<file path="src/source/tcp_hdr_pkg.sv">
package tcp_hdr_pkg;

  // fixed part of the tcp header in bytes
  localparam int MIN_HDR_LEN = 20;

  // option kinds
  localparam logic [7:0] OPT_END       = 8'd0;
  localparam logic [7:0] OPT_NOP       = 8'd1;
  localparam logic [7:0] OPT_MSS       = 8'd2;
  localparam logic [7:0] OPT_WIN       = 8'd3;
  localparam logic [7:0] OPT_SACK_PERM = 8'd4;
  localparam logic [7:0] OPT_SACK      = 8'd5;
  localparam logic [7:0] OPT_TS        = 8'd8;

  // field order matches the wire, first byte in the msbs
  typedef struct packed {
    logic [15:0] src_port;
    logic [15:0] dst_port;
    logic [31:0] seq_num;
    logic [31:0] ack_num;
    // header length in 32-bit words
    logic [3:0]  data_off;
    logic [2:0]  rsvd;
    // ns cwr ece urg ack psh rst syn fin
    logic [8:0]  flags;
    logic [15:0] window;
    logic [15:0] checksum;
    logic [15:0] urg_ptr;
  } tcp_hdr_t;

  // decoded options of one header
  typedef struct packed {
    logic        mss_pres;
    logic [15:0] mss;
    logic        win_pres;
    logic [7:0]  win_shift;
    logic        sack_perm_pres;
    // sack blocks themselves are skipped
    logic        sack_pres;
    logic        ts_pres;
    logic [31:0] ts_val;
    logic [31:0] ts_ecr;
  } tcp_opt_t;

  // option walk: kind byte, length byte, value bytes
  typedef enum logic [1:0] {
    ST_IDLE = 2'd0,
    ST_KIND = 2'd1,
    ST_LEN  = 2'd2,
    ST_DATA = 2'd3
  } opt_state_t;

endpackage

</file>
<file path="src/source/tcp_net_pkg.sv">
package tcp_net_pkg;

  // protocol number of tcp in the ipv4 header
  localparam logic [7:0] IP_PROTO_TCP = 8'd6;

  // metadata handed over by the ip receiver
  // valid only in the rx_sof cycle
  typedef struct packed {
    logic [7:0]  proto;
    // tcp header plus payload, in bytes
    logic [15:0] pay_len;
    logic [31:0] src_addr;
  } ip_meta_t;

  // which configuration register a write goes to
  typedef enum logic {
    CFG_SEL_PORT = 1'b0,
    CFG_SEL_EN   = 1'b1
  } cfg_sel_t;

  // configuration write, qualified by cfg_wr_v
  typedef struct packed {
    cfg_sel_t    sel;
    // enable write uses bit 0 only
    logic [15:0] data;
  } cfg_wr_t;

endpackage
</file>
<file path="src/source/tcp_rx_top.sv">
`timescale 1ns/1ps

module tcp_rx_top #(
  parameter logic [15:0] DEF_PORT = 16'd80
) (
  input  logic                  clk,
  input  logic                  fsm_rst,
  input  logic                  rx_v,
  input  logic                  rx_sof,
  input  logic                  rx_eof,
  input  logic [7:0]            rx_d,
  input  tcp_net_pkg::ip_meta_t rx_meta,
  input  logic                  cfg_wr_v,
  input  tcp_net_pkg::cfg_wr_t  cfg_wr,
  output logic                  hdr_v,
  output tcp_hdr_pkg::tcp_hdr_t hdr,
  output tcp_hdr_pkg::tcp_opt_t opt,
  output logic                  pay_v,
  output logic                  pay_sof,
  output logic                  pay_eof,
  output logic [7:0]            pay_d,
  output logic                  err
);

  logic [15:0] local_port;
  logic        rx_en;
  logic        opt_v;
  logic        opt_start;
  logic [7:0]  opt_d;

  tcp_rx_cfg #(
    .DEF_PORT (DEF_PORT)
  ) i_cfg (
    .clk        (clk),
    .fsm_rst    (fsm_rst),
    .cfg_wr_v   (cfg_wr_v),
    .cfg_wr     (cfg_wr),
    .local_port (local_port),
    .rx_en      (rx_en)
  );

  tcp_hdr_parse i_hdr (
    .clk        (clk),
    .fsm_rst    (fsm_rst),
    .rx_v       (rx_v),
    .rx_sof     (rx_sof),
    .rx_eof     (rx_eof),
    .rx_d       (rx_d),
    .rx_meta    (rx_meta),
    .local_port (local_port),
    .rx_en      (rx_en),
    .opt_v      (opt_v),
    .opt_start  (opt_start),
    .opt_d      (opt_d),
    .hdr_v      (hdr_v),
    .hdr        (hdr),
    .pay_v      (pay_v),
    .pay_sof    (pay_sof),
    .pay_eof    (pay_eof),
    .pay_d      (pay_d),
    .err        (err)
  );

  tcp_opt_parse i_opt (
    .clk       (clk),
    .fsm_rst   (fsm_rst),
    .opt_start (opt_start),
    .opt_v     (opt_v),
    .opt_d     (opt_d),
    .opt       (opt)
  );

endmodule

</file>
<file path="src/source/tcp_opt_parse.sv">
`timescale 1ns/1ps

module tcp_opt_parse (
  input  logic                  clk,
  input  logic                  fsm_rst,
  input  logic                  opt_start,
  input  logic                  opt_v,
  input  logic [7:0]            opt_d,
  output tcp_hdr_pkg::tcp_opt_t opt
);

  // data offset tops out at 60 bytes
  localparam int OPT_AREA = 60 - tcp_hdr_pkg::MIN_HDR_LEN;
  // timestamp value and echo are the longest option value
  localparam int VAL_BYTES = 8;

  tcp_hdr_pkg::opt_state_t   state;
  logic [7:0]                kind;
  logic [7:0]                data_left;
  logic [5:0]                opt_cnt;
  logic [VAL_BYTES-1:0][7:0] val_sr;
  logic [VAL_BYTES-1:0][7:0] val_next;
  logic                      len_bad;
  logic                      val_last;

  assign val_next = {val_sr[VAL_BYTES-2:0], opt_d};

  // kind byte sat at opt_cnt-1
  // the option has to end inside the area
  assign len_bad = (opt_d < 8'd2) ||
                   (({3'd0, opt_cnt} + {1'b0, opt_d}) > 9'(OPT_AREA + 1));

  assign val_last = opt_v && (state == tcp_hdr_pkg::ST_DATA) && (data_left == 8'd0);

  always_ff @(posedge clk) begin
    if (fsm_rst) begin
      state   <= tcp_hdr_pkg::ST_IDLE;
      opt_cnt <= '0;
    end else if (opt_start) begin
      state   <= tcp_hdr_pkg::ST_KIND;
      opt_cnt <= '0;
    end else if (opt_v && (state != tcp_hdr_pkg::ST_IDLE)) begin
      opt_cnt <= opt_cnt + 6'd1;
      case (state)
        tcp_hdr_pkg::ST_KIND: begin
          case (opt_d)
            tcp_hdr_pkg::OPT_NOP: begin
              state <= tcp_hdr_pkg::ST_KIND;
            end
            tcp_hdr_pkg::OPT_MSS, tcp_hdr_pkg::OPT_WIN, tcp_hdr_pkg::OPT_SACK_PERM,
            tcp_hdr_pkg::OPT_SACK, tcp_hdr_pkg::OPT_TS: begin
              state <= tcp_hdr_pkg::ST_LEN;
            end
            // end of list or a kind we cannot walk past
            default: begin
              state <= tcp_hdr_pkg::ST_IDLE;
            end
          endcase
        end
        tcp_hdr_pkg::ST_LEN: begin
          if (len_bad) begin
            state <= tcp_hdr_pkg::ST_IDLE;
          end else if (opt_d == 8'd2) begin
            state <= tcp_hdr_pkg::ST_KIND;
          end else begin
            state <= tcp_hdr_pkg::ST_DATA;
          end
        end
        tcp_hdr_pkg::ST_DATA: begin
          if (data_left == 8'd0) begin
            state <= tcp_hdr_pkg::ST_KIND;
          end
        end
        default: begin
          state <= tcp_hdr_pkg::ST_IDLE;
        end
      endcase
    end
  end

  always_ff @(posedge clk) begin
    if (opt_v) begin
      if (state == tcp_hdr_pkg::ST_KIND) begin
        kind <= opt_d;
      end
      // length counts the kind and length bytes
      // counter ends at zero
      if (state == tcp_hdr_pkg::ST_LEN) begin
        data_left <= opt_d - 8'd3;
      end
      if (state == tcp_hdr_pkg::ST_DATA) begin
        val_sr    <= val_next;
        data_left <= data_left - 8'd1;
      end
    end
  end

  always_ff @(posedge clk) begin
    if (opt_start) begin
      opt <= '0;
    end else if (opt_v && (state == tcp_hdr_pkg::ST_KIND)) begin
      // no value to wait for on these two
      if (opt_d == tcp_hdr_pkg::OPT_SACK_PERM) begin
        opt.sack_perm_pres <= 1'b1;
      end
      if (opt_d == tcp_hdr_pkg::OPT_SACK) begin
        opt.sack_pres <= 1'b1;
      end
    end else if (val_last) begin
      case (kind)
        tcp_hdr_pkg::OPT_MSS: begin
          opt.mss_pres <= 1'b1;
          opt.mss      <= {val_next[1], val_next[0]};
        end
        tcp_hdr_pkg::OPT_WIN: begin
          opt.win_pres  <= 1'b1;
          opt.win_shift <= val_next[0];
        end
        tcp_hdr_pkg::OPT_TS: begin
          opt.ts_pres <= 1'b1;
          opt.ts_val  <= {val_next[7], val_next[6], val_next[5], val_next[4]};
          opt.ts_ecr  <= {val_next[3], val_next[2], val_next[1], val_next[0]};
        end
        // sack block values are skipped
        default: begin
        end
      endcase
    end
  end

endmodule

</file>
<file path="src/source/tcp_hdr_parse.sv">
`timescale 1ns/1ps

module tcp_hdr_parse (
  input  logic                  clk,
  input  logic                  fsm_rst,
  input  logic                  rx_v,
  input  logic                  rx_sof,
  input  logic                  rx_eof,
  input  logic [7:0]            rx_d,
  input  tcp_net_pkg::ip_meta_t rx_meta,
  input  logic [15:0]           local_port,
  input  logic                  rx_en,
  output logic                  opt_v,
  output logic                  opt_start,
  output logic [7:0]            opt_d,
  output logic                  hdr_v,
  output tcp_hdr_pkg::tcp_hdr_t hdr,
  output logic                  pay_v,
  output logic                  pay_sof,
  output logic                  pay_eof,
  output logic [7:0]            pay_d,
  output logic                  err
);

  localparam logic [15:0] FIX_LAST = 16'(tcp_hdr_pkg::MIN_HDR_LEN - 1);
  localparam logic [15:0] FIX_LEN  = 16'(tcp_hdr_pkg::MIN_HDR_LEN);
  // data offset nibble lives in byte 12
  localparam logic [15:0] OFF_BYTE = 16'd12;

  logic             in_frame;
  logic             frame_v;
  logic [15:0]      byte_cnt;
  logic [15:0]      idx;
  logic             tcp_q;
  logic             tcp_now;
  logic [15:0]      len_q;
  logic [15:0]      len_now;
  logic [15:0]      hdr_end;
  logic [18:0][7:0] hdr_sr;
  logic             pass_q;
  logic             pass_now;
  logic             hdr_last;
  logic             is_opt;
  logic             is_pay;
  logic             hdr_q1;
  logic             p1_v;
  logic             p1_sof;
  logic             p1_eof;
  logic [7:0]       d_q1;

  // bytes outside a frame are dropped
  assign frame_v = rx_v && (rx_sof || in_frame);
  assign idx     = rx_sof ? 16'd0 : byte_cnt;
  assign tcp_now = rx_sof ? (rx_meta.proto == tcp_net_pkg::IP_PROTO_TCP) : tcp_q;
  assign len_now = rx_sof ? rx_meta.pay_len : len_q;

  // dst port is bytes 2 and 3, already in the shift register at byte 19
  assign pass_now = (idx == FIX_LAST) ?
                    (tcp_now && rx_en && ({hdr_sr[16], hdr_sr[15]} == local_port)) :
                    pass_q;

  // hdr_end is at least 20, so these only fire once byte 12 was seen
  assign hdr_last = frame_v && pass_now && (idx == hdr_end - 16'd1);
  assign is_opt   = frame_v && (idx > FIX_LAST) && (idx < hdr_end);
  assign is_pay   = frame_v && pass_now && (idx >= hdr_end);

  always_ff @(posedge clk) begin
    if (fsm_rst) begin
      in_frame  <= 1'b0;
      byte_cnt  <= '0;
      pass_q    <= 1'b0;
      hdr_q1    <= 1'b0;
      hdr_v     <= 1'b0;
      opt_start <= 1'b0;
      opt_v     <= 1'b0;
      p1_v      <= 1'b0;
      p1_sof    <= 1'b0;
      p1_eof    <= 1'b0;
      pay_v     <= 1'b0;
      pay_sof   <= 1'b0;
      pay_eof   <= 1'b0;
      err       <= 1'b0;
    end else begin
      if (frame_v) begin
        in_frame <= !rx_eof;
        byte_cnt <= idx + 16'd1;
        // forget the previous frame's port match
        pass_q   <= rx_sof ? 1'b0 : pass_now;
      end
      // extra stage gives the option parser its capture cycle
      hdr_q1    <= hdr_last;
      hdr_v     <= hdr_q1;
      opt_start <= frame_v && (idx == FIX_LAST);
      opt_v     <= is_opt;
      // payload runs two cycles behind the input
      p1_v      <= is_pay;
      p1_sof    <= is_pay && (idx == hdr_end);
      p1_eof    <= is_pay && rx_eof;
      pay_v     <= p1_v;
      pay_sof   <= p1_sof;
      pay_eof   <= p1_eof;
      // count at eof must equal the ip payload length
      err       <= frame_v && rx_eof && tcp_now && ((idx + 16'd1) != len_now);
    end
  end

  always_ff @(posedge clk) begin
    if (frame_v) begin
      if (rx_sof) begin
        tcp_q <= tcp_now;
        len_q <= len_now;
      end
      if (idx < FIX_LAST) begin
        hdr_sr <= {hdr_sr[17:0], rx_d};
      end
      // offsets below 5 words are bogus, treat as bare header
      if (idx == OFF_BYTE) begin
        hdr_end <= (rx_d[7:4] < 4'd5) ? FIX_LEN : {10'd0, rx_d[7:4], 2'b00};
      end
      if (rx_sof) begin
        hdr <= '0;
      end else if (idx == FIX_LAST) begin
        hdr <= tcp_hdr_pkg::tcp_hdr_t'({hdr_sr, rx_d});
      end
    end
    d_q1  <= rx_d;
    pay_d <= d_q1;
  end

  // option bytes share the first delay stage with the payload
  assign opt_d = d_q1;

endmodule

</file>
<file path="src/source/tcp_rx_cfg.sv">
`timescale 1ns/1ps

module tcp_rx_cfg #(
  parameter logic [15:0] DEF_PORT = 16'd80
) (
  input  logic                 clk,
  input  logic                 fsm_rst,
  input  logic                 cfg_wr_v,
  input  tcp_net_pkg::cfg_wr_t cfg_wr,
  output logic [15:0]          local_port,
  output logic                 rx_en
);

  // receive side comes up listening on the default port
  always_ff @(posedge clk) begin
    if (fsm_rst) begin
      local_port <= DEF_PORT;
      rx_en      <= 1'b1;
    end else if (cfg_wr_v) begin
      case (cfg_wr.sel)
        tcp_net_pkg::CFG_SEL_PORT: begin
          local_port <= cfg_wr.data;
        end
        tcp_net_pkg::CFG_SEL_EN: begin
          rx_en <= cfg_wr.data[0];
        end
      endcase
    end
  end

endmodule

</file>
<file path="config.mk">
export PLATFORM = sky130hd
export DESIGN_NAME = tcp_rx_top
export DESIGN_NICKNAME = d
export VERILOG_FILES = /design/src/source/tcp_hdr_pkg.sv /design/src/source/tcp_net_pkg.sv /design/src/source/tcp_rx_top.sv /design/src/source/tcp_opt_parse.sv /design/src/source/tcp_hdr_parse.sv /design/src/source/tcp_rx_cfg.sv
export SDC_FILE = /design/constraint.sdc
export NUM_CORES = 1
export LEC_CHECK = 0
export BUFFER_PORTS_ARGS = -buffer_cell sky130_fd_sc_hd__buf_2
export CAP_MARGIN = 15
export CORE_ASPECT_RATIO = 0.9
export CORE_MARGIN = 2
export CORE_UTILIZATION = 45
export CTS_BUF_LIST = sky130_fd_sc_hd__clkbuf_8 sky130_fd_sc_hd__clkbuf_16
export DETAILED_ROUTE_END_ITERATION = 10
export HOLD_SLACK_MARGIN = 0.1
export PLACE_DENSITY = 0.73
export SYNTH_ARGS = -nofsm -noshare
export SYNTH_HDL_FRONTEND = slang
export SYNTH_SLANG_ARGS = --single-unit
</file>
<file path="constraint.sdc">
create_clock -name clk -period 15.2 [get_ports clk]
set_input_delay 3.04 -clock clk [delete_from_list [all_inputs] [get_ports clk]]
set_output_delay 3.04 -clock clk [all_outputs]
set_load 0.005 [all_outputs]
</file>
Word level (Yosys, flattened, before mapping):

Cells that the tools add are included.

* $add $sub $neg: 6
* multipliers: 0
* div/mod/pow operators: 0
* magnitude comparators: 7
* equal/unequal tests: 21
* shift operators: 0
* muxes and demuxes: 15
* bitwise gates (word level): 2
* reductions and logical operators: 44

Operator list (count)
* 160-bit 2-to-1 mux: 1
* 16-bit equality test: 3
* 8-bit by 2-bit equality test with 1-bit output, second input constant: 4
* 16-bit 2-to-1 mux: 2
* 2-bit AND reduction: 13
* 8-bit by 3-bit equality test with 1-bit output, second input constant: 3
* 1-bit logical AND: 18
* 16-bit by 1-bit adder with 16-bit output, second input constant: 1
* 16-bit by 4-bit equality test with 1-bit output, second input constant: 1
* 16-bit by 5-bit equality test with 1-bit output, second input constant: 1
* 8-bit by 4-bit equality test with 1-bit output, second input constant: 2
* 16-bit >= comparator: 1
* 16-bit by 5-bit greater-than comparator with 1-bit output, second input constant: 1
* 16-bit less-than comparator: 1
* 16-bit by 5-bit less-than comparator with 1-bit output, second input constant: 1
* 8-bit 2-to-1 mux: 2
* 16-bit != test: 1
* 16-bit by 1-bit subtractor with 16-bit output, second input constant: 1
* 6-bit by 8-bit adder with 9-bit output: 1
* 9-bit by 6-bit greater-than comparator with 1-bit output, second input constant: 1
* 3-bit AND reduction: 3
* 8-bit by 1-bit equality test with 1-bit output, second input constant: 1
* 8-bit logical NOT: 1
* 8-bit by 2-bit less-than comparator with 1-bit output, second input constant: 1
* 18 further kinds: 30

* register bits after elaboration: 580
* latch bits: 0
* memory bits (writable): 0
* memory bits (read-only): 0
* bits of input ports: 87
* output and inout port bits: 266
* logic and storage cells: 167
* memories: 0

Longest topological paths before layout:

Gate-level depths: netlist of the first run.

* depth in word-level cells: 8
* gate-level depth with buffers: 15
* gate-level depth less buffers: 11

Cells and area by module:

A second synthesis of the first run with hierarchy kept.

* cells, all modules: 1614
* area total of the unflattened synthesis: 21433.1 µm²

By module, submodules not included
* tcp_hdr_parse: times used 1, cells each 911, area an instance 14079.8 µm², seq. area each 10900.5 µm²
* tcp_opt_parse: times used 1, cells each 628, area an instance 6546.3 µm², seq. area each 4184.0 µm²
* tcp_rx_cfg: times used 1, cells each 75, area an instance 807.0 µm², seq. area each 340.3 µm²

Worst setup path after synthesis of the first run:

Ideal clock, no wire load.

* kind: in2reg
* start point: input rx_sof
* end point: register i_hdr.hdr_sr[0] (netlist name), enable pin
* library setup time: 714 ps
* arrival time: 11981 ps
* required time: 14486 ps
* setup slack: 2505 ps
* cell stages on the path: 9
* buffers on the path: 5
* path through: buf_2 -> buf_2 -> buf_2 -> clkbuf_1 -> nor2b_1 -> ha_1 -> clkbuf_2 -> or3_1 -> a21oi_1

* word-level cells in the longest chain between the ends: 3
* elaborated cells between the ends (all ways): 5
* those cells by class: order compare (1); mux (1); reduce/logical (3)

Ends and longest elaborated chain
* from (decl): RTL line tcp_rx_top.sv:9 `input logic rx_sof,`
* 16-bit 2-to-1 mux / 1-bit logical OR (equally long branches): RTL line tcp_hdr_parse.sv:53, tcp_hdr_parse.sv:52
* 16-bit by 5-bit less-than comparator with 1-bit output / 1-bit logical AND (equally long branches): RTL line tcp_hdr_parse.sv:113, tcp_hdr_parse.sv:52
* 2-bit AND reduction (no line) (*)
* to (signal assigned): RTL line tcp_hdr_parse.sv:114 `hdr_sr <= {hdr_sr[17:0], rx_d};`
* to (decl): RTL line tcp_hdr_parse.sv:39 `logic [18:0][7:0] hdr_sr;`

Every way passes the cells marked *; elsewhere a longest branch is shown, timed or not.
A chain may end at the register's enable or synchronous reset.

Worst setup path in the final report of the first run:

* start point: input rx_sof
* end point: register i_hdr.hdr[35] (netlist name)

* word-level cells in the longest chain between the ends: 4
* elaborated cells between the ends (all ways): 6
* those cells by class: eq/ne (1); mux (1); reduce/logical (4)

Ends and longest elaborated chain
* 16-bit 2-to-1 mux: RTL line tcp_hdr_parse.sv:53 `assign idx = rx_sof ? 16'd0 : byte_cnt;`
* 16-bit by 5-bit equality test with 1-bit output: RTL line tcp_hdr_parse.sv:122 `end else if (idx == FIX_LAST) begin`
* 2-bit nonzero test (no line)
* 2-bit AND reduction (no line) (*)

Marks and branches as above.

==> qor.csv, run 1 <==
stage;metric;value;unit
status;run_status;completed;
floorplanning;die_x;233;um
route;ant_nets;0;
sta;setup_violations;0;
setup_path;critPathKind;input pin to flop;
cts;htree_levels;2;
power_and_ir_drop;peakVddDrop;91.3;uV
setup_path;cp_top_family;buffers and inverters;
floorplanning;start_util;0.455;
route;route.detailed.drc;0;
min_path;holdPathStages;0;
logic_synthesis;synth.distinct_cells;67;
setup_path;slowest_delay;0.88;ns
setup_path;r2r_end;i_hdr.hdr[35];
power_and_ir_drop;p_int;2540;uW
setup_path;slowest_stage;buf_4;
logic_synthesis;synth_top_cell_area_share;0.574;
power_and_ir_drop;seqPwrFrac;0.539;
placed_design;io_buffers;320;
logic_synthesis;synth.avg_cell_area;13.3;sq um
sta;min_period;7.18;ns
setup_path;r2r_start;i_hdr.byte_cnt[0];
power_and_ir_drop;leakagePower;0.00953;uW
global_route;grt_pass1_wl;70500;um
cts;ctsHoldBuffers;0;
job;drv_cap;0;
global_route;grt_usage;0.185;
final_layout;layout.nets;2006;
final_layout;post-route-util;0.540;
setup_path;reg2reg_depth;8;
logic_synthesis;synth_area;21200;sq um
cts;clk_latency;0.60;ns
logic_synthesis;synth_warnings;0;
logic_synthesis;synthArstFlopShare;0;
cts;cts_tree;done;
sta;fin_skew;0.0232;ns
logic_synthesis;synth_edf_count;405;
min_path;hold_path_class;flop to flop;
logic_synthesis;synth_top_area_cell;edfxtp_1;
power_and_ir_drop;powerDensity;128;nW/um^2
route;drt-vias-per-instance;5.08;
setup_path;cp-start-kind;input pin;
power_and_ir_drop;power.share.switching;0.211;
final_layout;n_antenna_cell;0;
route;vias;13012;
route;first_pass_iters;5;
setup_path;required;15.40;ns
floorplanning;row_count;75;
global_route;first_global_vias;12764;
cts;clk_pin_slew;0.06;ns
min_path;hold_start;i_hdr.hdr_sr[95];
route;drt-wirelength-per-cell;17.8;um
cts;cts_sinks;568;
power_and_ir_drop;comb_power_share;0.035;
global_route;antenna_found_initial;1;
placed_design;hpwl;29600;um
setup_path;crit_buf_inv;5;
floorplanning;dieArea;48900;sq um
final_layout;fill_cells;3867;
sta;grt_setup_unrepaired;false;
logic_synthesis;synth_nets;1706;
cts;numCtsBuffers;55;
setup_path;reg2reg_slack;10.86;ns
final_layout;drive_gt1_frac;0.231;
setup_path;cp.arrival;7.39;ns
power_and_ir_drop;pwr-share-clk;0.426;
global_route;overflow;0;
floorplanning;core_area;46500;sq um
logic_synthesis;synthCells;1598;
final_layout;syn2layout_area_growth;18.6;%
sta;tightest_slew;1.09;ns
logic_synthesis;synth_seq_cells;568;
cts;cts-root-buf;clkbuf_16;
sta;final-hold-violation-count;0;
cts;cts_resized;0;
placed_design;gp_congestion;0.848;
final_layout;area.sequential;15400;sq um
route;drt_iter0_markers;958;
logic_synthesis;synth.yosys.seq_area_share;0.728;
cts;cts_buffer_depth;3;
logic_synthesis;ys.flop_type;edfxtp_1;
route;totalWireLength;45600;um
cts;postCtsSetupBuffers;0;
floorplanning;die_h;210;um
sta;max_freq;139;MHz
logic_synthesis;synthTopCellsByArea;edfxtp_1, dfxtp_1, nor2b_1;
sta;slew_violations;0;
sta;slew_headroom;0.271;
setup_path;end_kind;flop;
setup_path;crit_chain;buf_6 -> inv_1 -> nand2_1 -> inv_1 -> ha_1 -> nand4b_1 -> nor3b_2 -> nor2_1 -> nor2_4 -> buf_4 -> buf_4;
global_route;grt_max_degree;124;
power_and_ir_drop;p_sw;678;uW
sta;period_share;0.473;
setup_path;crit_path_max_fanout;123;
final_layout;multi_input_area;5270;sq um
floorplanning;ioPinCount;353;
min_path;min_delay_worst_endpoint;i_hdr.hdr_sr[103];
sta;setup_tns;0;ns
[layer usage]
| metal | vias to the layer above | wire length [um] | global-route usage |
|---|---|---|---|
| li1 | 6186 | - | - |
| met1 | 6334 | 19800 | 0.250 |
| met2 | 423 | 21600 | 0.297 |
| met3 | 69 | 3200 | 0.0405 |
| met4 | 0 | 1100 | 0.0613 |
| met5 | - | 0 | 0 |
[worst register-to-register path, delay by kind of cell (launching register included)]
family / cells / cell delay, ns
fa+ha+maj: 1 / 0.38
buf+inv: 2 / 1.80
flops: 1 / 0.43
simple gates: 5 / 1.29
[cells by family (layout without fill, tap and decap cells)]
group	count (synthesis)	count (layout)	share of synthesized area
buffers and inverters	122	469	0.0253
adders and majority gates	21	21	0.0127
and+or+nand+nor	590	590	0.140
AOI/OAI and AO/OA	214	214	0.0580
muxes	22	22	0.0109
xor gates and xnor gates	61	61	0.0252
DFF	568	568	0.728
[cell usage after synthesis (all sizes together) (3+ instances only)]
master,count
mux2i,13
nand2,239
ha,20
xnor2,29
nor4b,5
nor4,11
nor3b,7
nor3,20
o211ai,3
nor2b,173
clkbuf,60
nor2,75
nand3,18
o21a,5
and2,3
nand2b,4
edfxtp,405
a211oi,6
o21ai,45
a31oi,4
buf,29
a21oi,124
or2,5
a22oi,7
dfxtp,163
nand4b,4
nand4,10
inv,33
a21o,3
nand3b,4
xor2,32
and3,5
mux2,9
[power groups by stage]
stage | combinational, uW | clock, uW | sequential, uW
floorplan | 66.3 | 0 | 1770
detailed placement | 113 | 0 | 1770
global route | 126 | 1460 | 1740
CTS | 114 | 1400 | 1740
global placement | 111 | 0 | 1770
finish | 112 | 1370 | 1740
[sequential cells by signal (all words and copies together), names as in the netlist, 2 cells and up]
signal	count
i_opt.state	2
i_hdr.pay_d	8
i_hdr.hdr	160
i_hdr.hdr_sr	152
i_opt.data_left	8
i_opt.opt_cnt	6
i_opt.opt	93
i_cfg.local_port	16
i_hdr.hdr_end	4
i_hdr.byte_cnt	16
i_opt.val_next	56
i_opt.kind	8
i_hdr.len_q	16
i_hdr.opt_d	8
[layout make-up]
class	instances	area share
timing repair buffer	332	0.0676
sequential	568	0.614
tap	616	0.0307
inverter	33	0.00493
clock inverter	46	0.0167
multi-input combinational	908	0.210
clock buffer	58	0.0568
[stage by stage]
stage / hold slack, ns / cells / power (uW) / setup WS [ns] / cell area [sq um]
3_5_place_dp: 0.425 / 2455 / 1880 / 7.33 / 23300
4_1_cts: 0.434 / 2559 / 3250 / 7.95 / 25100
2_1_floorplan: 0.355 / 1598 / 1840 / 2.51 / 21200
5_1_grt: 0.447 / 2561 / 3330 / 7.64 / 25100
3_3_place_gp: 0.421 / 2455 / 1880 / 7.38 / 23300
6_report: 0.437 / 2561 / 3220 / 8.02 / 25100
[cells in the final DEF, fill, tap and decap left out, types with 20 or more instances in the layout]
master,count
xnor2_1,29
dfxtp_1,162
buf_2,319
nor2_1,74
ha_1,20
inv_1,49
nor2b_1,173
edfxtp_1,405
a21oi_1,123
o21ai_0,44
nand2_1,239
xor2_1,32
clkbuf_16,56
[how the worst max path moves through the flow]
| stage | from | end | slack (ns) | cells after the start |
|---|---|---|---|---|
| 6_report | rx_sof | i_hdr.hdr[35] | 8.02 | 11 |
| 5_1_grt | rx_sof | i_hdr.hdr[67] | 7.64 | 11 |
| 4_1_cts | rx_sof | i_hdr.hdr[67] | 7.95 | 11 |
| 3_5_place_dp | rx_sof | i_hdr.hdr[120] | 7.33 | 11 |
| 3_3_place_gp | rx_sof | i_hdr.hdr[55] | 7.38 | 11 |
| 2_1_floorplan | rx_sof | i_hdr.hdr_sr[0] | 2.51 | 9 |
No activity file was read; power rests on OpenSTA's default activity.
==> run 2, diff against run 1 <==
ABC_AREA = 1   (was unset)
clock period = 6.7 ns   (was 15.2 ns; I/O delays follow)
==> run 2 against run 1 <==
Net effect: critical path depth unchanged; first-iteration DRC count increased by 19%; hold slack got worse by 0.030 ns; cell area increased by 1.4%; synthesized cell count increased by 15%; total power increased by 130%; highest routed layer unchanged; core utilization increased by 0.54 points; sequential share of layout area decreased by 0.84 points; largest cell class unchanged.
==> qor.csv, run 2 <==
stage;metric;value;unit;change
status;run_status;completed;;
sta;fin_skew;0.0265;ns;+0.00331 ns
power_and_ir_drop;power.share.switching;0.215;;+0.00438
power_and_ir_drop;peakVddDrop;203;uV;+120%
route;totalWireLength;46400;um;+1.6%
placed_design;io_buffers;320;;unchanged
cts;ctsHoldBuffers;0;;unchanged
floorplanning;core_area;46700;sq um;+0.40%
logic_synthesis;synth_top_cell_area_share;0.568;;-0.00517
global_route;overflow;0;;unchanged
final_layout;layout_common_cells;edfxtp_1, buf_2, nor2_1;;
min_path;hold_path_class;flop to flop;;
setup_path;critPathKind;input pin to flop;;
global_route;met2_usage;0.307;;+0.00916
sta;tightest_slew;1.05;ns;-0.0404 ns
power_and_ir_drop;p_int;5790;uW;+130%
global_route;grtUsageMet1;0.245;;-0.00425
cts;numCtsBuffers;55;;unchanged
logic_synthesis;synth_area;21400;sq um;+0.91%
setup_path;cp.arrival;4.50;ns;-2.89 ns
floorplanning;die_h;211;um;+0.44%
logic_synthesis;synth_top_area_cell;edfxtp_1;;
cts;clk_latency;0.60;ns;about the same
route;first_pass_iters;6;;+1
sta;max_freq;236;MHz;
power_and_ir_drop;leakagePower;0.0107;uW;+13%
sta;slew_headroom;0.297;;+0.0262
route;ant_nets;0;;unchanged
logic_synthesis;synthCells;1838;;+15%
route;drt-wirelength-per-cell;16.4;um;-8.0%
final_layout;layout.nets;2273;;+13%
cts;clk_pin_slew;0.06;ns;about the same
setup_path;slowest_delay;0.72;ns;-0.16 ns
logic_synthesis;synth_edf_count;405;;unchanged
logic_synthesis;synth_warnings;0;;unchanged
logic_synthesis;synth_common_cells;edfxtp_1, nor2_1, inv_1;;
logic_synthesis;synth_seq_cells;568;;unchanged
cts;htree_levels;2;;unchanged
global_route;busiest_layer;met2;;
sta;period_share;0.632;;
sta;holdWs;0.408;ns;-0.0297 ns
cts;postCtsSetupBuffers;0;;unchanged
setup_path;required;6.97;ns;-8.43 ns
setup_path;cp_top_family;buffers and inverters;;
global_route;first_global_vias;13428;;+5.2%
logic_synthesis;synthTopCellsByArea;edfxtp_1, dfxtp_1, nor2_1;;
global_route;grt_use_met3;0.0385;;-0.00202
floorplanning;ioPinCount;353;;unchanged
sta;slew_violations;0;;unchanged
placed_design;hpwl;31400;um;+5.9%
logic_synthesis;synth.yosys.seq_area_share;0.721;;-0.00655
power_and_ir_drop;seqPwrFrac;0.537;;-0.002
cts;cts_buffer_depth;3;;unchanged
power_and_ir_drop;comb_power_share;0.045;;+0.010
global_route;antenna_found_initial;1;;unchanged
sta;min_period;4.23;ns;
final_layout;largest_reg_flops;160;;unchanged
final_layout;reg_top3;i_hdr.hdr: 160 flops, i_hdr.hdr_sr: 152 flops, i_opt.opt: 93 flops;;
sta;final-hold-violation-count;0;;unchanged
final_layout;syn2layout_area_growth;19.1;%;
cts;cts_tree;done;;
logic_synthesis;synthArstFlopShare;0;;unchanged
route;route.detailed.drc;0;;unchanged
sta;setup_violations;0;;unchanged
logic_synthesis;synth.distinct_cells;51;;-24%
logic_synthesis;synth.avg_cell_area;11.6;sq um;-12%
setup_path;crit_path_max_fanout;110;;-11%
logic_synthesis;synth_most_common_cell;edfxtp_1;;
floorplanning;start_util;0.458;;+0.00229
setup_path;end_kind;flop;;
floorplanning;row_count;75;;unchanged
setup_path;crit_chain;buf_6 -> inv_4 -> nand2_1 -> inv_1 -> ha_1 -> inv_1 -> nor2_1 -> nor2_1 -> nand3_1 -> nor2_4 -> buf_12;;
placed_design;numPlacedInstances;2724;;+11%
floorplanning;dieArea;49300;sq um;+0.89%
setup_path;slowest_stage;nor2_4;;
placed_design;gp_congestion;0.865;;+1.9%
route;drt_iter0_markers;1140;;+19%
sta;grt_setup_unrepaired;false;;
final_layout;top_register;i_hdr.hdr;;
power_and_ir_drop;pwr-share-clk;0.417;;-0.009
job;drv_cap;0;;unchanged
power_and_ir_drop;powerDensity;289;nW/um^2;+130%
global_route;grt_usage;0.186;;+0.00114
power_and_ir_drop;p_sw;1590;uW;+130%
final_layout;drive_gt1_frac;0.216;;-0.0152
setup_path;cp-start-kind;input pin;;
floorplanning;die_x;234;um;+0.44%
final_layout;mostFrequentLayoutCell;edfxtp_1;;
route;drt-vias-per-instance;4.88;;-3.9%
setup_path;crit_buf_inv;5;;unchanged
logic_synthesis;ys.flop_type;edfxtp_1;;
cts;cts-root-buf;clkbuf_16;;
logic_synthesis;synth_nets;1946;;+14%
sta;setup_tns;0;ns;unchanged
route;vias;13813;;+6.2%
global_route;grt_pass1_wl;71700;um;+1.7%
cts;cts_sinks;568;;unchanged
global_route;grt_max_degree;112;;-9.7%
cts;cts_resized;0;;unchanged
final_layout;fin_cells;2829;;+10%
-- run 2: cells by family (layout without fill, tap and decap cells) --
family                   count (synthesis)  in the layout  share of synthesized area
AO/OA/AOI/OAI                          219            219                     0.0619
XOR/XNOR                                24             24                     0.0111
adder cells (fa/ha/maj)                 21             21                     0.0126
buffers and inverters                  335            709                     0.0623
flip-flops                             568            568                      0.721
other                                    0              1                          0
AND/OR/NAND/NOR                        671            671                      0.131
-- run 2: tightest hold or removal path: stages, from the launching register on --
cell and delay, ns:
dfxtp_1 0.30, inv_1 0.04, nor2_1 0.03
-- run 2: metrics by stage --
stage	worst slack (ns)	util	power, uW	instance area [sq um]
2_1_floorplan	0.0565	-	4230	21400
3_3_place_gp	1.74	0.506	4360	23600
3_5_place_dp	1.76	0.506	4380	23600
4_1_cts	2.38	0.545	7460	25500
5_1_grt	2.12	0.545	7630	25500
6_report	2.47	0.545	7380	25500
-- run 2: per-layer routing --
metal,part of all wire,vias up
met5,0,-
met4,0.028,0
met3,0.062,87
met2,0.49,438
met1,0.42,6536
li1,-,6752
-- run 2: layout make-up --
class | instances | area [sq um]
clock inverter | 40 | 322
sequential | 568 | 15400
tap | 616 | 771
multi-input combinational | 935 | 4660
inverter | 271 | 1020
antenna | 1 | 2.50
fill | 3878 | 21200
timing repair buffer | 334 | 1760
clock buffer | 64 | 1520
-- run 2: power by group through the flow --
| stage | Combinational, uW | Sequential [uW] | Clock, uW |
|---|---|---|---|
| 2_1_floorplan | 199 | 4030 | 0 |
| 3_3_place_gp | 329 | 4030 | 0 |
| 3_5_place_dp | 338 | 4040 | 0 |
| 4_1_cts | 340 | 3960 | 3160 |
| 5_1_grt | 379 | 3970 | 3280 |
| 6_report | 335 | 3960 | 3080 |
-- run 2: final timing paths --
kind | depth (start not counted) | slack [ns] | to | from
worst max-delay path | 11 | 2.47 | i_hdr.hdr_sr[4] | rx_sof
worst min-delay path | 2 | 0.41 | i_hdr.pay_v | i_hdr.p1_v
worst max register to register | 14 | 3.73 | i_opt.opt[15] | i_opt.data_left[0]
worst min register to register | 2 | 0.41 | i_hdr.pay_v | i_hdr.p1_v
==> run 3, diff against run 2 <==
PLACE_DENSITY = 0.76   (was 0.73)
clock period = 3.6 ns   (was 6.7 ns; I/O delays follow)
==> run 3 against run 2 <==
Net effect: first-iteration DRC count grew 8.5%; clock skew grew 0.0041 ns; core utilization grew 0.36 points; highest routed layer unchanged; cell area increased by 0.66%.
==> qor.csv, run 3 (synthesized netlist as in run 2, its figures left out) <==
stage;metric;value;unit;change
job;drv_cap;0;;unchanged
floorplanning;row_count;75;;unchanged
sta;setup_violations;0;;unchanged
cts;cts_buffer_depth;3;;unchanged
final_layout;fill_cells;3831;;-1.2%
setup_path;r2r_start;i_opt.data_left[0];;
min_path;hold_start;rx_d[3];;
sta;setup_ws;1.16;ns;-1.31 ns
power_and_ir_drop;leakagePower;0.0108;uW;+0.19%
min_path;holdPathStages;1;;-1
final_layout;mostFrequentLayoutCell;edfxtp_1;;
setup_path;cp.arrival;2.69;ns;-1.81 ns
cts;cts_sinks;568;;unchanged
sta;holdWs;0.267;ns;-0.141 ns
power_and_ir_drop;peakVddDrop;342;uV;+68%
global_route;grt_pass1_wl;73400;um;+2.4%
floorplanning;die_h;211;um;unchanged
cts;cts_resized;0;;unchanged
placed_design;hpwl;32100;um;+2.3%
final_layout;layout_common_cells;edfxtp_1, buf_2, nor2_1;;
status;run_status;completed;;
sta;grt_setup_unrepaired;false;;
cts;htree_levels;2;;unchanged
sta;final-hold-violation-count;0;;unchanged
route;vias;13997;;+1.3%
route;totalWireLength;47600;um;+2.6%
cts;cts_tree;done;;
setup_path;required;3.84;ns;-3.13 ns
sta;tightest_slew;1.02;ns;-0.0329 ns
global_route;grt_max_degree;101;;-9.8%
setup_path;cp-start-kind;input pin;;
placed_design;io_buffers;320;;unchanged
global_route;antenna_found_initial;1;;unchanged
min_path;hold_path_class;input pin to flop;;
route;drt-vias-per-instance;4.94;;+1.2%
route;drt_iter0_markers;1237;;+8.5%
final_layout;syn2layout_area_growth;19.9;%;
setup_path;critPathKind;input pin to flop;;
floorplanning;dieArea;49300;sq um;unchanged
setup_path;reg2reg_depth;12;;-2
route;first_pass_iters;5;;-1
cts;numCtsBuffers;54;;-1.8%
setup_path;end_kind;flop;;
final_layout;layout.nets;2280;;+0.31%
final_layout;fin_cells;2834;;+0.18%
setup_path;slowest_delay;0.48;ns;-0.24 ns
setup_path;r2r_end;i_opt.opt[88];;
placed_design;pre_cts_ws;0.508;ns;-1.25 ns
sta;slew_headroom;0.320;;+0.0227
sta;period_share;0.679;;
sta;max_freq;409;MHz;
placed_design;placed_cell_area;23800;sq um;+0.54%
sta;min_period;2.44;ns;
placed_design;numPlacedInstances;2732;;+0.29%
power_and_ir_drop;powerDensity;544;nW/um^2;+88%
final_layout;fin_area;25700;sq um;+0.66%
final_layout;drive_gt1_frac;0.225;;+0.00899
final_layout;top_register;i_hdr.hdr;;
floorplanning;ioPinCount;353;;unchanged
placed_design;gp_congestion;0.886;;+2.5%
route;drt-wirelength-per-cell;16.8;um;+2.4%
sta;fin_skew;0.0306;ns;+0.00410 ns
setup_path;reg2reg_slack;1.27;ns;-2.46 ns
setup_path;crit_chain;buf_6 -> inv_12 -> nand2_4 -> inv_4 -> ha_4 -> inv_4 -> nor2_2 -> nand2_1 -> nor2_4 -> nand2_1 -> o21ai_4 -> buf_4;;
cts;ctsHoldBuffers;0;;unchanged
min_path;min_delay_worst_endpoint;i_hdr.opt_d[3];;
route;route.detailed.drc;0;;unchanged
sta;slew_violations;0;;unchanged
final_layout;largest_reg_flops;160;;unchanged
setup_path;slowest_stage;buf_4;;
cts;cts-root-buf;clkbuf_16;;
setup_path;crit_path_max_fanout;45;;-59%
route;ant_nets;0;;unchanged
cts;clk_latency;0.61;ns;about the same
cts;clk_pin_slew;0.06;ns;about the same
global_route;grt_usage;0.190;;+0.00372
floorplanning;die_x;234;um;unchanged
floorplanning;start_util;0.458;;unchanged
final_layout;reg_top3;i_hdr.hdr: 160 flops, i_hdr.hdr_sr: 152 flops, i_opt.opt: 93 flops;;
cts;postCtsSetupBuffers;0;;unchanged
floorplanning;core_area;46700;sq um;unchanged
global_route;overflow;0;;unchanged
global_route;first_global_vias;13785;;+2.7%
[run 3: changes by cell type in the layout (fill, tap and decap cells not counted), sizes merged]
| cell | previous run | this run |
|---|---|---|
| inv | 291 | 277 |
| clkinv | 15 | 27 |
| buf | 334 | 342 |
| clkbuf | 64 | 56 |
| bufinv | 4 | 9 |
| clkinvlp | 1 | 3 |
[run 3: layer usage]
metal  up-vias  track usage  share of wire
met5         -            0              0
met4         0       0.0722          0.032
met3        98       0.0337          0.062
met2       477        0.316           0.49
met1      6647        0.248           0.42
li1       6775            -              -
[run 3: area by class of cell]
class	instances	area, sq um	area share
clock buffer	56	1380	0.0537
inverter	271	1030	0.0403
clock inverter	45	504	0.0197
timing repair buffer	342	1840	0.0715
multi-input combinational	935	4700	0.183
tap	616	771	0.0300
sequential	568	15400	0.601
antenna	1	2.50	0.0000975
[run 3: worst max-delay path by stage]
stage / from / to / slack [ns] / cells past startpoint
2_1_floorplan: rx_sof / i_hdr.hdr_sr[0] / -0.55 / 10
3_3_place_gp: rx_sof / i_hdr.hdr[156] / 0.54 / 10
3_5_place_dp: rx_sof / i_hdr.hdr[151] / 0.51 / 10
4_1_cts: rx_sof / i_hdr.hdr[143] / 1.17 / 10
5_1_grt: rx_sof / i_hdr.hdr[141] / 0.94 / 10
6_report: rx_sof / i_hdr.hdr[157] / 1.16 / 12
[run 3: report_power, final]
part	internal [uW]	switching (uW)	total, uW
Combinational	215	432	647
Sequential	7250	119	7370
Clock	3450	2490	5940
[run 3: critical path, delay by kind of cell]
family | cells | cell delay (ns)
compound gates | 1 | 0.12
buf+inv | 5 | 1.04
fa+ha+maj | 1 | 0.16
simple gates | 5 | 0.55
[run 3: per-stage QoR]
stage,utilization,setup TNS (ns),total power (uW)
2_1_floorplan,-,-164.08,7880
3_3_place_gp,0.509,0,8130
3_5_place_dp,0.509,0,8160
4_1_cts,0.549,0,14100
5_1_grt,0.549,0,14400
6_report,0.549,0,14000
